`config.mk`:
```
export PLATFORM = sky130hd
export DESIGN_NAME = id_unit
export DESIGN_NICKNAME = d
export VERILOG_FILES = /design/src/decode_pkg.sv /design/src/decoder_3r.sv /design/src/decoder_2ri12.sv /design/src/decode_select.sv /design/src/id_unit.sv
export SDC_FILE = /design/constraint.sdc
export NUM_CORES = 1
export LEC_CHECK = 0
export BUFFER_PORTS_ARGS = -buffer_cell sky130_fd_sc_hd__buf_2
export CORE_AREA = 2 2 82 84
export DETAILED_ROUTE_END_ITERATION = 8
export DIE_AREA = 0 0 84 86
export PLACE_DENSITY = 0.74
export SYNTH_ARGS = -nofsm -noshare
export SYNTH_HDL_FRONTEND = slang
export SYNTH_SLANG_ARGS = --single-unit
```
`constraint.sdc`:
```
create_clock -name clk_i -period 0.9 [get_ports clk_i]
set_clock_uncertainty 0.05 [all_clocks]
set_input_delay 0.09 -clock clk_i [delete_from_list [all_inputs] [get_ports clk_i]]
set_output_delay 0.09 -clock clk_i [all_outputs]
set_load 0.03 [all_outputs]
```
`src/decode_pkg.sv`:
```
`default_nettype none

package decode_pkg;

    localparam int unsigned INSTR_WIDTH   = 32;
    localparam int unsigned DATA_WIDTH    = 32;
    localparam int unsigned GPR_NUM       = 32;
    localparam int unsigned ALU_OP_WIDTH  = 8;
    localparam int unsigned ALU_SEL_WIDTH = 3;

    typedef logic [INSTR_WIDTH-1:0]     instr_t;
    typedef logic [DATA_WIDTH-1:0]      data_t;
    typedef logic [$clog2(GPR_NUM)-1:0] reg_addr_t;
    typedef logic [ALU_OP_WIDTH-1:0]    aluop_t;
    typedef logic [ALU_SEL_WIDTH-1:0]   alusel_t;

    // Opcode fields at instr[31:15] and instr[31:22]
    typedef logic [16:0] opc_3r_t;
    typedef logic [9:0]  opc_2ri12_t;

    // ALU operations
    localparam aluop_t NOP_OP     = 8'h00;
    localparam aluop_t ADD_OP     = 8'h01;
    localparam aluop_t SUB_OP     = 8'h02;
    localparam aluop_t SLT_OP     = 8'h03;
    localparam aluop_t SLTU_OP    = 8'h04;
    localparam aluop_t NOR_OP     = 8'h08;
    localparam aluop_t AND_OP     = 8'h09;
    localparam aluop_t OR_OP      = 8'h0a;
    localparam aluop_t XOR_OP     = 8'h0b;
    localparam aluop_t ORN_OP     = 8'h0c;
    localparam aluop_t ANDN_OP    = 8'h0d;
    localparam aluop_t SLL_OP     = 8'h10;
    localparam aluop_t SRL_OP     = 8'h11;
    localparam aluop_t SRA_OP     = 8'h12;
    localparam aluop_t MUL_OP     = 8'h18;
    localparam aluop_t MULH_OP    = 8'h19;
    localparam aluop_t MULHU_OP   = 8'h1a;
    localparam aluop_t DIV_OP     = 8'h20;
    localparam aluop_t DIVU_OP    = 8'h21;
    localparam aluop_t MOD_OP     = 8'h22;
    localparam aluop_t MODU_OP    = 8'h23;
    localparam aluop_t BREAK_OP   = 8'h30;
    localparam aluop_t SYSCALL_OP = 8'h31;
    localparam aluop_t IDLE_OP    = 8'h32;
    localparam aluop_t INVTLB_OP  = 8'h33;

    // Result group selectors
    localparam alusel_t RES_NOP   = 3'd0;
    localparam alusel_t RES_LOGIC = 3'd1;
    localparam alusel_t RES_SHIFT = 3'd2;
    localparam alusel_t RES_ARITH = 3'd3;

    // 3R opcodes
    localparam opc_3r_t OPC_ADD_W   = 17'h00020;
    localparam opc_3r_t OPC_SUB_W   = 17'h00022;
    localparam opc_3r_t OPC_SLT     = 17'h00024;
    localparam opc_3r_t OPC_SLTU    = 17'h00025;
    localparam opc_3r_t OPC_NOR     = 17'h00028;
    localparam opc_3r_t OPC_AND     = 17'h00029;
    localparam opc_3r_t OPC_OR      = 17'h0002a;
    localparam opc_3r_t OPC_XOR     = 17'h0002b;
    localparam opc_3r_t OPC_ORN     = 17'h0002c;
    localparam opc_3r_t OPC_ANDN    = 17'h0002d;
    localparam opc_3r_t OPC_SLL_W   = 17'h0002e;
    localparam opc_3r_t OPC_SRL_W   = 17'h0002f;
    localparam opc_3r_t OPC_SRA_W   = 17'h00030;
    localparam opc_3r_t OPC_MUL_W   = 17'h00038;
    localparam opc_3r_t OPC_MULH_W  = 17'h00039;
    localparam opc_3r_t OPC_MULH_WU = 17'h0003a;
    localparam opc_3r_t OPC_DIV_W   = 17'h00040;
    localparam opc_3r_t OPC_MOD_W   = 17'h00041;
    localparam opc_3r_t OPC_DIV_WU  = 17'h00042;
    localparam opc_3r_t OPC_MOD_WU  = 17'h00043;
    localparam opc_3r_t OPC_BREAK   = 17'h00054;
    localparam opc_3r_t OPC_SYSCALL = 17'h00056;
    localparam opc_3r_t OPC_IDLE    = 17'h00c91;
    localparam opc_3r_t OPC_INVTLB  = 17'h00c93;
    localparam opc_3r_t OPC_DBAR    = 17'h070e4;
    localparam opc_3r_t OPC_IBAR    = 17'h070e5;

    // 2RI12 opcodes
    localparam opc_2ri12_t OPC_SLTI   = 10'h008;
    localparam opc_2ri12_t OPC_SLTUI  = 10'h009;
    localparam opc_2ri12_t OPC_ADDI_W = 10'h00a;
    localparam opc_2ri12_t OPC_ANDI   = 10'h00d;
    localparam opc_2ri12_t OPC_ORI    = 10'h00e;
    localparam opc_2ri12_t OPC_XORI   = 10'h00f;

    typedef struct packed {
        logic redirect;
        logic is_pri;
        logic not_commit_instr;
        logic need_refetch;
    } special_info_t;

    // Flags shared by break, syscall and idle
    localparam special_info_t TRAP_SPECIAL = '{
        redirect:         1'b1,
        is_pri:           1'b1,
        not_commit_instr: 1'b1,
        need_refetch:     1'b0
    };

    typedef struct packed {
        logic            hit;
        logic [1:0]      reg_read_valid;   // {rj, rk}
        reg_addr_t [1:0] reg_read_addr;    // {rk, rj}
        logic            reg_write_valid;
        reg_addr_t       reg_write_addr;
        logic            use_imm;
        data_t           imm;
        aluop_t          aluop;
        alusel_t         alusel;
        logic            is_break;
        logic            is_syscall;
        special_info_t   special;
    } decode_info_t;

endpackage

`default_nettype wire

```
`src/decoder_3r.sv`:
```
`timescale 1ns/1ps
`default_nettype none

module decoder_3r (
    input  decode_pkg::instr_t       instr_i,
    output decode_pkg::decode_info_t info_o
);

    decode_pkg::reg_addr_t rd;
    decode_pkg::reg_addr_t rj;
    decode_pkg::reg_addr_t rk;
    decode_pkg::opc_3r_t   opcode;

    // Register use of the matched instruction
    logic read_rr;
    logic write_rd;

    assign rd     = instr_i[4:0];
    assign rj     = instr_i[9:5];
    assign rk     = instr_i[14:10];
    assign opcode = instr_i[31:15];

    always_comb begin
        info_o     = '0;
        info_o.hit = 1'b1;
        read_rr    = 1'b1;
        write_rd   = 1'b1;
        case (opcode)
            decode_pkg::OPC_ADD_W,
            decode_pkg::OPC_SUB_W,
            decode_pkg::OPC_SLT,
            decode_pkg::OPC_SLTU,
            decode_pkg::OPC_MUL_W,
            decode_pkg::OPC_MULH_W,
            decode_pkg::OPC_MULH_WU,
            decode_pkg::OPC_DIV_W,
            decode_pkg::OPC_DIV_WU,
            decode_pkg::OPC_MOD_W,
            decode_pkg::OPC_MOD_WU: begin
                info_o.alusel = decode_pkg::RES_ARITH;
            end
            decode_pkg::OPC_NOR,
            decode_pkg::OPC_AND,
            decode_pkg::OPC_OR,
            decode_pkg::OPC_XOR,
            decode_pkg::OPC_ORN,
            decode_pkg::OPC_ANDN: begin
                info_o.alusel = decode_pkg::RES_LOGIC;
            end
            decode_pkg::OPC_SLL_W,
            decode_pkg::OPC_SRL_W,
            decode_pkg::OPC_SRA_W: begin
                info_o.alusel = decode_pkg::RES_SHIFT;
            end
            decode_pkg::OPC_BREAK: begin
                info_o.aluop    = decode_pkg::BREAK_OP;
                info_o.is_break = 1'b1;
                info_o.special  = decode_pkg::TRAP_SPECIAL;
                read_rr         = 1'b0;
                write_rd        = 1'b0;
            end
            decode_pkg::OPC_SYSCALL: begin
                info_o.aluop      = decode_pkg::SYSCALL_OP;
                info_o.is_syscall = 1'b1;
                info_o.special    = decode_pkg::TRAP_SPECIAL;
                read_rr           = 1'b0;
                write_rd          = 1'b0;
            end
            decode_pkg::OPC_IDLE: begin
                info_o.aluop   = decode_pkg::IDLE_OP;
                info_o.special = decode_pkg::TRAP_SPECIAL;
            end
            decode_pkg::OPC_DBAR,
            decode_pkg::OPC_IBAR: begin
                read_rr  = 1'b0;
                write_rd = 1'b0;
            end
            decode_pkg::OPC_INVTLB: begin
                // instr[4:0] is the invalidate op, not rd
                info_o.aluop                = decode_pkg::INVTLB_OP;
                info_o.imm                  = decode_pkg::data_t'(instr_i[4:0]);
                info_o.special.is_pri       = 1'b1;
                info_o.special.need_refetch = 1'b1;
                write_rd                    = 1'b0;
            end
            default: begin
                info_o.hit = 1'b0;
                read_rr    = 1'b0;
                write_rd   = 1'b0;
            end
        endcase

        // ALU op for the plain register-form groups
        case (opcode)
            decode_pkg::OPC_ADD_W:   info_o.aluop = decode_pkg::ADD_OP;
            decode_pkg::OPC_SUB_W:   info_o.aluop = decode_pkg::SUB_OP;
            decode_pkg::OPC_SLT:     info_o.aluop = decode_pkg::SLT_OP;
            decode_pkg::OPC_SLTU:    info_o.aluop = decode_pkg::SLTU_OP;
            decode_pkg::OPC_NOR:     info_o.aluop = decode_pkg::NOR_OP;
            decode_pkg::OPC_AND:     info_o.aluop = decode_pkg::AND_OP;
            decode_pkg::OPC_OR:      info_o.aluop = decode_pkg::OR_OP;
            decode_pkg::OPC_XOR:     info_o.aluop = decode_pkg::XOR_OP;
            decode_pkg::OPC_ORN:     info_o.aluop = decode_pkg::ORN_OP;
            decode_pkg::OPC_ANDN:    info_o.aluop = decode_pkg::ANDN_OP;
            decode_pkg::OPC_SLL_W:   info_o.aluop = decode_pkg::SLL_OP;
            decode_pkg::OPC_SRL_W:   info_o.aluop = decode_pkg::SRL_OP;
            decode_pkg::OPC_SRA_W:   info_o.aluop = decode_pkg::SRA_OP;
            decode_pkg::OPC_MUL_W:   info_o.aluop = decode_pkg::MUL_OP;
            decode_pkg::OPC_MULH_W:  info_o.aluop = decode_pkg::MULH_OP;
            decode_pkg::OPC_MULH_WU: info_o.aluop = decode_pkg::MULHU_OP;
            decode_pkg::OPC_DIV_W:   info_o.aluop = decode_pkg::DIV_OP;
            decode_pkg::OPC_DIV_WU:  info_o.aluop = decode_pkg::DIVU_OP;
            decode_pkg::OPC_MOD_W:   info_o.aluop = decode_pkg::MOD_OP;
            decode_pkg::OPC_MOD_WU:  info_o.aluop = decode_pkg::MODU_OP;
            default: ;
        endcase

        if (read_rr) begin
            info_o.reg_read_valid = 2'b11;
            info_o.reg_read_addr  = {rk, rj};
        end
        if (write_rd) begin
            info_o.reg_write_valid = 1'b1;
            info_o.reg_write_addr  = rd;
        end
    end

endmodule

`default_nettype wire

```
`src/decoder_2ri12.sv`:
```
`timescale 1ns/1ps
`default_nettype none

module decoder_2ri12 (
    input  decode_pkg::instr_t       instr_i,
    output decode_pkg::decode_info_t info_o
);

    decode_pkg::reg_addr_t  rd;
    decode_pkg::reg_addr_t  rj;
    decode_pkg::opc_2ri12_t opcode;
    logic [11:0]            imm12;

    // Logic ops take an unsigned immediate
    logic sign_ext;

    assign rd     = instr_i[4:0];
    assign rj     = instr_i[9:5];
    assign imm12  = instr_i[21:10];
    assign opcode = instr_i[31:22];

    always_comb begin
        info_o     = '0;
        info_o.hit = 1'b1;
        sign_ext   = 1'b1;
        case (opcode)
            decode_pkg::OPC_ADDI_W: begin
                info_o.aluop  = decode_pkg::ADD_OP;
                info_o.alusel = decode_pkg::RES_ARITH;
            end
            decode_pkg::OPC_SLTI: begin
                info_o.aluop  = decode_pkg::SLT_OP;
                info_o.alusel = decode_pkg::RES_ARITH;
            end
            decode_pkg::OPC_SLTUI: begin
                info_o.aluop  = decode_pkg::SLTU_OP;
                info_o.alusel = decode_pkg::RES_ARITH;
            end
            decode_pkg::OPC_ANDI: begin
                info_o.aluop  = decode_pkg::AND_OP;
                info_o.alusel = decode_pkg::RES_LOGIC;
                sign_ext      = 1'b0;
            end
            decode_pkg::OPC_ORI: begin
                info_o.aluop  = decode_pkg::OR_OP;
                info_o.alusel = decode_pkg::RES_LOGIC;
                sign_ext      = 1'b0;
            end
            decode_pkg::OPC_XORI: begin
                info_o.aluop  = decode_pkg::XOR_OP;
                info_o.alusel = decode_pkg::RES_LOGIC;
                sign_ext      = 1'b0;
            end
            default: begin
                info_o.hit = 1'b0;
            end
        endcase

        if (info_o.hit) begin
            // Only rj is read and the rk slot stays zero
            info_o.reg_read_valid   = 2'b10;
            info_o.reg_read_addr[0] = rj;
            info_o.reg_write_valid  = 1'b1;
            info_o.reg_write_addr   = rd;
            info_o.use_imm          = 1'b1;
            if (sign_ext) begin
                info_o.imm = {{(decode_pkg::DATA_WIDTH-12){imm12[11]}}, imm12};
            end else begin
                info_o.imm = {{(decode_pkg::DATA_WIDTH-12){1'b0}}, imm12};
            end
        end
    end

endmodule

`default_nettype wire

```
`src/decode_select.sv`:
```
`timescale 1ns/1ps
`default_nettype none

module decode_select (
    input  logic                     clk_i,
    input  logic                     arst_n_i,
    input  logic                     instr_valid_i,
    input  decode_pkg::decode_info_t info_3r_i,
    input  decode_pkg::decode_info_t info_2ri12_i,
    output logic                     dec_valid_o,
    output decode_pkg::decode_info_t dec_o,
    output logic                     illegal_o
);

    decode_pkg::decode_info_t sel_info;
    logic                     any_hit;

    assign any_hit = info_3r_i.hit | info_2ri12_i.hit;

    // 3R wins if both ever claim the word
    always_comb begin
        if (info_3r_i.hit) begin
            sel_info = info_3r_i;
        end else if (info_2ri12_i.hit) begin
            sel_info = info_2ri12_i;
        end else begin
            sel_info = '0;
        end
    end

    always_ff @(posedge clk_i or negedge arst_n_i) begin
        if (!arst_n_i) begin
            dec_valid_o <= 1'b0;
            illegal_o   <= 1'b0;
            dec_o       <= '0;
        end else begin
            dec_valid_o <= instr_valid_i;
            illegal_o   <= instr_valid_i & ~any_hit;
            if (instr_valid_i) begin
                dec_o <= sel_info;
            end
        end
    end

    // Opcode tables of the two decoders are disjoint
    a_no_dual_hit: assert property (
        @(posedge clk_i) disable iff (!arst_n_i)
        !(info_3r_i.hit && info_2ri12_i.hit)
    );

    // One record out per strobe one cycle later
    a_valid_latency: assert property (
        @(posedge clk_i) disable iff (!arst_n_i)
        dec_valid_o == $past(instr_valid_i)
    );

    a_illegal_no_hit: assert property (
        @(posedge clk_i) disable iff (!arst_n_i)
        illegal_o |-> (dec_valid_o && !dec_o.hit)
    );

endmodule

`default_nettype wire

```
`src/id_unit.sv`:
```
`timescale 1ns/1ps
`default_nettype none

module id_unit (
    input  logic                     clk_i,
    input  logic                     arst_n_i,
    input  logic                     instr_valid_i,
    input  decode_pkg::instr_t       instr_i,
    output logic                     dec_valid_o,
    output decode_pkg::decode_info_t dec_o,
    output logic                     illegal_o
);

    decode_pkg::decode_info_t info_3r;
    decode_pkg::decode_info_t info_2ri12;

    decoder_3r u_decoder_3r (
        .instr_i (instr_i),
        .info_o  (info_3r)
    );

    decoder_2ri12 u_decoder_2ri12 (
        .instr_i (instr_i),
        .info_o  (info_2ri12)
    );

    // Merge and register
    decode_select u_decode_select (
        .clk_i         (clk_i),
        .arst_n_i      (arst_n_i),
        .instr_valid_i (instr_valid_i),
        .info_3r_i     (info_3r),
        .info_2ri12_i  (info_2ri12),
        .dec_valid_o   (dec_valid_o),
        .dec_o         (dec_o),
        .illegal_o     (illegal_o)
    );

endmodule

`default_nettype wire

```
==> run metrics, run 1 <==
# rows=29; total power divided by cell area=968 nW/um2; Netlist Area Pre-Place=2690 um2; #FFs+latches synth=48; final hold vios=1; endpoint of the worst-slack reg-to-reg timing path=u_decode_select.dec_o[47]; initial core utilization=42.9%; area enclosed by the die boundary=7220 um2; combinational power share=24.7%; worst hold path type=in2reg; number of DRC violations after detailed-routing iteration 0=290; H-Tree Depth=2; TritonCTS buffer count=5; maximum count of clock buffers along a single path=2; Highest Clock Rate=0.646 GHz; design internal power=3.38 mW; startpoint class of the critical path=primary input; clock latency reported for the late side of the worst-skew pair=0.30 ns; via density per instance=5.84; Non-Filler Cell Area, Final=5050 um2; root buffer selected by CTS=sky130_fd_sc_hd__clkbuf_8; routed via count=3234; arrival time at the worst endpoint=1.69 ns; cell types occupying the most area after synthesis=sky130_fd_sc_hd__dfrtp_1 45%, sky130_fd_sc_hd__buf_4 6.7%, sky130_fd_sc_hd__a21oi_1 3.5%; count of pins over their slew limit=0; number of I/O port buffers=102; switching share of total power=30.7%; final critical-path required period=1.55 ns; mean area per synthesized cell=9.25 um2; number of antenna violations at the first check in global routing=0; vias in the first global route=2964; Yosys top cell by area=sky130_fd_sc_hd__dfrtp_1; warnings from Yosys=0; top post-synthesis cells by count=48 x sky130_fd_sc_hd__dfrtp_1, 24 x sky130_fd_sc_hd__buf_4, 24 x sky130_fd_sc_hd__nor2_1, 22 x sky130_fd_sc_hd__nand2_1, 19 x sky130_fd_sc_hd__a21oi_1; final-report setup violation count=115; max-capacitance violation count=0; synthesized-area fraction occupied by xor and xnor cells=0.651%; floorplan core area=6280 um2; worst vdd ir=0.803 mV; Hold Path Stages=3; crit path buf inv count=1; share of synthesized cell area in full adder, half adder and majority cells=0%; CTS clock-pin slew for the worst setup and hold paths=0.09 ns; Max FO, Critical Path=5; Area Growth Syn to Fin=87.5%; area share of and/or/nand/nor cells after synthesis=20.1%; failing checks=hold timing, setup timing; Slew HR=59.5%; area fraction in compound gates after synthesis=22.7%; sequential share of power=46.5%; slowest stage delay, CP=0.60 ns; fraction of final layout cells with drive strength greater than 1=57.7%; number of nets in the layout=511; transition time at the pin with the least slew margin=0.606 ns; mux contribution to synthesized area=0.418%; end of the worst hold path=u_decode_select.dec_o[52]; number of DRC violations after detailed routing=0; DRT Pass-1 Iters=7; final critical-path setup slack=-0.647 ns; ANT nets after route=0; library cell contributing the largest single delay on the critical path=sky130_fd_sc_hd__or4b_4; Hold WS=-0.00128 ns; share of the yosys chip area belonging to registers=44.6%; final clock period utilization by the worst path=172%; main combinational cell family by area after synthesis=compound AO/OA/AOI/OAI gates; detailed-route wire length per cell=20.5 um; number of flops mapped to enable cells by yosys=0; overall global routing resource usage=26.1%; async set-or-reset flop fraction in the synthesized netlist=100%; number of cells on the worst reg-to-reg path=4; GPL Wtd Cong=0.920; CTS tree=done; family with the most delay on the worst path=compound AO/OA/AOI/OAI gates; run status=finished, violations left; CP cell instances=buf_8, or4b_4, a2111oi_4, o41ai_4, o21bai_1, a21oi_1, nor2_1; DRT Wirelength=11300 um; Detail Placement HPWL=5760 um; part of the power in the clock network=28.8%; cell with the most instances after synthesis=sky130_fd_sc_hd__dfrtp_1; number of gates on the worst path with buffers counted=7; setup repair after global routing missed its margin=yes; Sum Neg Setup Slack=-33.54 ns; Die X-Extent=84 um; Cells after DPL=482; number of distinct library cells after synthesis=56; nature of the critical path endpoint=flip-flop; non-filler instance count after layout=554; data required time of the worst path=1.04 ns; total gr overflow=0; cell area after placement=3640 um2; core utilization of the finished layout=80.4%; Most used DFF post-synth=sky130_fd_sc_hd__dfrtp_1; total power=4.88 mW; net switching component of the power=1.50 mW; reg-to-reg critical path startpoint=u_decode_select.dec_o[47]; Reg2Reg Setup Slack=-0.22 ns; vertical die dimension=86 um; global-route wire length before repair=15100 um; number of instances in the synthesized netlist=291; Synth top area share=44.6%; pin count of the biggest net entering global routing=49; launch instance of the worst min-delay path=instr_i[2]; I/O pins=106; static leakage=2.34 nW; critical path class=in2reg; clock net sink count=48; diodes inserted=0
-- layout by cell type (no fill, tap or decap), types with 3 or more instances in the layout --
master                          Yosys  routed
sky130_fd_sc_hd__a21oi_2            2       5
sky130_fd_sc_hd__dfrtp_1           48      47
sky130_fd_sc_hd__nand3_2            0       7
sky130_fd_sc_hd__o21ai_1           12       7
sky130_fd_sc_hd__nor3_1            11       8
sky130_fd_sc_hd__conb_1             1       3
sky130_fd_sc_hd__nand2_1           22      19
sky130_fd_sc_hd__buf_4             24      87
sky130_fd_sc_hd__buf_2              2      27
sky130_fd_sc_hd__buf_6              0      72
sky130_fd_sc_hd__o21a_1             4       4
sky130_fd_sc_hd__a32oi_1            5       5
sky130_fd_sc_hd__o21ai_0            4       4
sky130_fd_sc_hd__nor2_1            24      22
sky130_fd_sc_hd__nor4_4             0       3
sky130_fd_sc_hd__buf_8              0      17
sky130_fd_sc_hd__a21o_1             3       3
sky130_fd_sc_hd__clkbuf_8           0       6
sky130_fd_sc_hd__dlygate4sd3_1      0      14
sky130_fd_sc_hd__inv_1             12      12
sky130_fd_sc_hd__nor4_2             1       3
sky130_fd_sc_hd__o2bb2ai_1          6       5
sky130_fd_sc_hd__o21ai_2            0       4
sky130_fd_sc_hd__a21oi_1           19      15
sky130_fd_sc_hd__o2bb2ai_2          5       6
sky130_fd_sc_hd__nand4_1            4       4
sky130_fd_sc_hd__nand2b_1           4       4
sky130_fd_sc_hd__a22o_1             5       5
-- how the worst max path moves through the flow --
stage / start / end / slack, ns
after floorplan: instr_i[31] / u_decode_select.dec_o[55] / -0.78
after global placement: instr_i[31] / u_decode_select.dec_o[51] / -0.89
after detailed placement: instr_i[31] / u_decode_select.dec_o[51] / -0.93
after CTS: instr_i[31] / u_decode_select.dec_o[54] / -0.55
after global routing: instr_i[22] / u_decode_select.dec_o[10] / -0.69
final: instr_i[31] / u_decode_select.dec_o[10] / -0.65
-- worst min-delay path, delay by kind of cell --
| kind | cells | cell delay (ns) |
|---|---|---|
| and+or+nand+nor | 1 | 0.07 |
| AOI/OAI and AO/OA | 1 | 0.06 |
| buffers and inverters | 1 | 0.10 |
-- area by class of cell --
| type | count | area, um2 |
|---|---|---|
| Sequential cell | 48 | 1200 |
| Clock buffer | 6 | 82.6 |
| Inverter | 12 | 45.0 |
| Multi-Input combinational cell | 188 | 1520 |
| Tap cell | 77 | 96.3 |
| Clock inverter | 2 | 13.8 |
| Timing Repair Buffer | 221 | 2080 |
| Fill cell | 336 | 1230 |
-- state kept, by name (all words and copies together) (netlist names) --
register / count
u_decode_select.dec_valid_o: 1
u_decode_select.dec_o: 46
u_decode_select.illegal_o: 1
-- per-layer routing --
| layer | track usage [%] | wire (um) | share of wire (%) | vias to the layer above |
|---|---|---|---|---|
| met2 | 47.4 | 6030 | 53 | 246 |
| li1 | - | - | - | 1390 |
| met4 | 9.38 | 453 | 4.0 | 0 |
| met3 | 4.04 | 825 | 7.3 | 51 |
| met1 | 31.4 | 4020 | 36 | 1547 |
| met5 | 0 | 0 | 0 | - |
-- kinds of logic after synthesis --
kind of cell / after synthesis
other: 1
AND/OR/NAND/NOR: 102
multiplexers: 1
AO/OA/AOI/OAI: 80
flip-flops: 48
buffers and inverters: 57
XOR/XNOR: 2
-- power groups by stage --
stage	registers, mW	logic, mW	clock network (mW)
final	2.27	1.21	1.41
after floorplan	2.41	0.366	0
after CTS	2.26	1.08	1.40
after global routing	2.28	1.27	1.50
after global placement	2.29	0.867	0
after detailed placement	2.29	0.877	0
-- metrics by stage --
| stage | hold slack [ns] | setup WS, ns |
|---|---|---|
| floorplan | -0.256 | -0.784 |
| global placement | 0.0399 | -0.890 |
| detailed placement | 0.0453 | -0.933 |
| CTS | 0.000138 | -0.551 |
| global route | 0.0132 | -0.694 |
| finish | -0.00128 | -0.647 |
-- what timing repair did --
action | in CTS | in global routing
gates resized for setup | 156 | 68
setup endpoints to repair | 115 | 115
cloned | 1 | 2
pin swaps | 26 | 13
hold endpoints to repair | 61 | 0
hold buffers | 14 | 0
buffers inserted | 33 | 18
No activity file was read; power rests on OpenSTA's default activity.
==> run 2: changes to the inputs <==
- CORE_AREA: 2 2 82 84 -> 2 2 78 80
- DIE_AREA: 0 0 84 86 -> 0 0 80 82
- PLACE_DENSITY: 0.74 -> 0.78
- clock period: 0.9 -> 1.62 ns (I/O delays scaled with it)
==> run metrics, run 2 (synthesized netlist as in run 1, its figures left out) <==
run status=finished, violations left; failing checks=setup timing; Detail Placement HPWL=5930 um; overall global routing resource usage=23.7%; detailed-route wire length per cell=15.7 um; routed via count=2651; vias in the first global route=2492; largest registers=u_decode_select.dec_o (46), u_decode_select.dec_valid_o (1), u_decode_select.illegal_o (1); Highest Clock Rate=0.611 GHz; static leakage=1.89 nW; launch instance of the worst min-delay path=instr_i[12]; end of the worst hold path=u_decode_select.dec_o[63]; clock latency reported for the late side of the worst-skew pair=0.31 ns; final hold vios=0; number of DRC violations after detailed-routing iteration 0=174; number of flip-flops under the largest register name=46; transition time at the pin with the least slew margin=0.603 ns; number of DRC violations after detailed routing=0; clock net sink count=48; diodes inserted=0; nature of the critical path endpoint=flip-flop; final critical-path required period=1.64 ns; worst hold path type=in2reg; worst vdd ir=0.525 mV; GPL Wtd Cong=0.931; Hold WS=0.0313 ns; CP cell instances=buf_2, or4b_4, a211oi_4, o41ai_4, o21bai_2, a21oi_1, nor2_1; TritonCTS buffer count=5; library cell contributing the largest single delay on the critical path=sky130_fd_sc_hd__or4b_4; CTS tree=done; maximum count of clock buffers along a single path=2; Reg2Reg Setup Slack=0.72 ns; number of antenna violations at the first check in global routing=0; initial core utilization=46.9%; # rows=28; via density per instance=5.37; Die X-Extent=80 um; slowest stage delay, CP=0.61 ns; total power divided by cell area=741 nW/um2; CTS clock-pin slew for the worst setup and hold paths=0.10 ns; critical path class=in2reg; total gr overflow=0; vertical die dimension=82 um; number of nets in the layout=453; final clock period utilization by the worst path=101%; root buffer selected by CTS=sky130_fd_sc_hd__clkbuf_8; DRT Pass-1 Iters=4; Max FO, Critical Path=5; Hold Path Stages=2; H-Tree Depth=2; most common cell after layout, fill and taps aside=sky130_fd_sc_hd__buf_2; I/O pins=106; area enclosed by the die boundary=6560 um2; number of filler cells placed in the layout=478; number of cells on the worst reg-to-reg path=2; final critical-path setup slack=-0.0158 ns; ANT nets after route=0; arrival time at the worst endpoint=1.79 ns; reg-to-reg critical path startpoint=u_decode_select.dec_o[47]; count of pins over their slew limit=0; leading cell types in the layout, fill and taps excluded=102 x sky130_fd_sc_hd__buf_2, 60 x sky130_fd_sc_hd__buf_4, 48 x sky130_fd_sc_hd__dfrtp_1; setup repair after global routing missed its margin=yes; fraction of final layout cells with drive strength greater than 1=48.0%; startpoint class of the critical path=primary input; Area Growth Syn to Fin=40.2%; DRT Wirelength=7740 um; number of I/O port buffers=102; pin count of the biggest net entering global routing=49; most flop-heavy register=u_decode_select.dec_o; floorplan core area=5750 um2; max-capacitance violation count=0; Slew HR=59.8%; global-route wire length before repair=12000 um; final-report setup violation count=1; total power=2.80 mW; endpoint of the worst-slack reg-to-reg timing path=u_decode_select.dec_o[47]; data required time of the worst path=1.77 ns
run 2: cell count changes in the layout (fill, tap and decap cells not counted), sizes merged:
cell         before  now
buf             205  162
clkinv            1    0
dlygate4sd3      14    1
clkbuf            8    5
bufinv            0    2
run 2: repair_timing:
action / 4_1_cts / 5_1_grt
cloned: 0 / 0
endpoints found under the setup margin: 7 / 21
pin swaps: 0 / 4
buffers inserted: 0 / 1
gates resized for setup: 2 / 12
hold endpoints to repair: 48 / 0
hold buffers: 1 / 0
run 2: critical path, delay by kind of cell:
kind                   cells  cell delay, ns
and+or+nand+nor            2            0.67
AOI/OAI and AO/OA          4            0.84
buffers and inverters      1            0.12
run 2: layout make-up:
class	instances	area, um2	share of cell area [%]
inverters	12	45.0	1.19
repair buffers	163	971	25.7
flip-flops and latches	48	1200	31.8
clock buffers	5	68.8	1.82
clock inverters	3	68.8	1.82
well taps	75	93.8	2.49
multi-input cells	188	1330	35.1
run 2: per-layer routing:
layer	wire length [um]	up-vias	track usage [%]
li1	-	1270	-
met4	111	0	6.78
met3	495	10	5.38
met2	3780	108	41.0
met1	3360	1263	29.9
met5	0	-	0
run 2: power by group:
part | switching, mW | total [mW] | internal (mW)
logic | 0.309 | 0.488 | 0.179
registers | 0.0187 | 1.25 | 1.23
clock network | 0.439 | 1.06 | 0.622
run 2: stage by stage:
step                      utilization, %  area (um2)  setup slack, ns  TNS (ns)  instances
after global placement              61.8        3550           -0.324     -9.73        485
final                               65.7        3770          -0.0158   -0.0158        494
after floorplan                        -        2770           -0.136     -2.01        293
after CTS                           64.6        3710           0.0177         0        494
after detailed placement            61.8        3550           -0.370    -10.85        485
after global routing                65.7        3770          -0.0567    -0.238        494
run 2: worst max path at each step:
stage	depth (start not counted)	end	slack, ns	startpoint
3_5_place_dp	7	u_decode_select.dec_o[64]	-0.37	instr_i[20]
4_1_cts	7	u_decode_select.dec_o[57]	0.02	instr_i[31]
2_1_floorplan	7	u_decode_select.dec_o[55]	-0.14	instr_i[31]
5_1_grt	7	u_decode_select.dec_o[10]	-0.06	instr_i[31]
3_3_place_gp	8	u_decode_select.dec_o[10]	-0.32	instr_i[22]
6_report	7	u_decode_select.dec_o[10]	-0.02	instr_i[31]
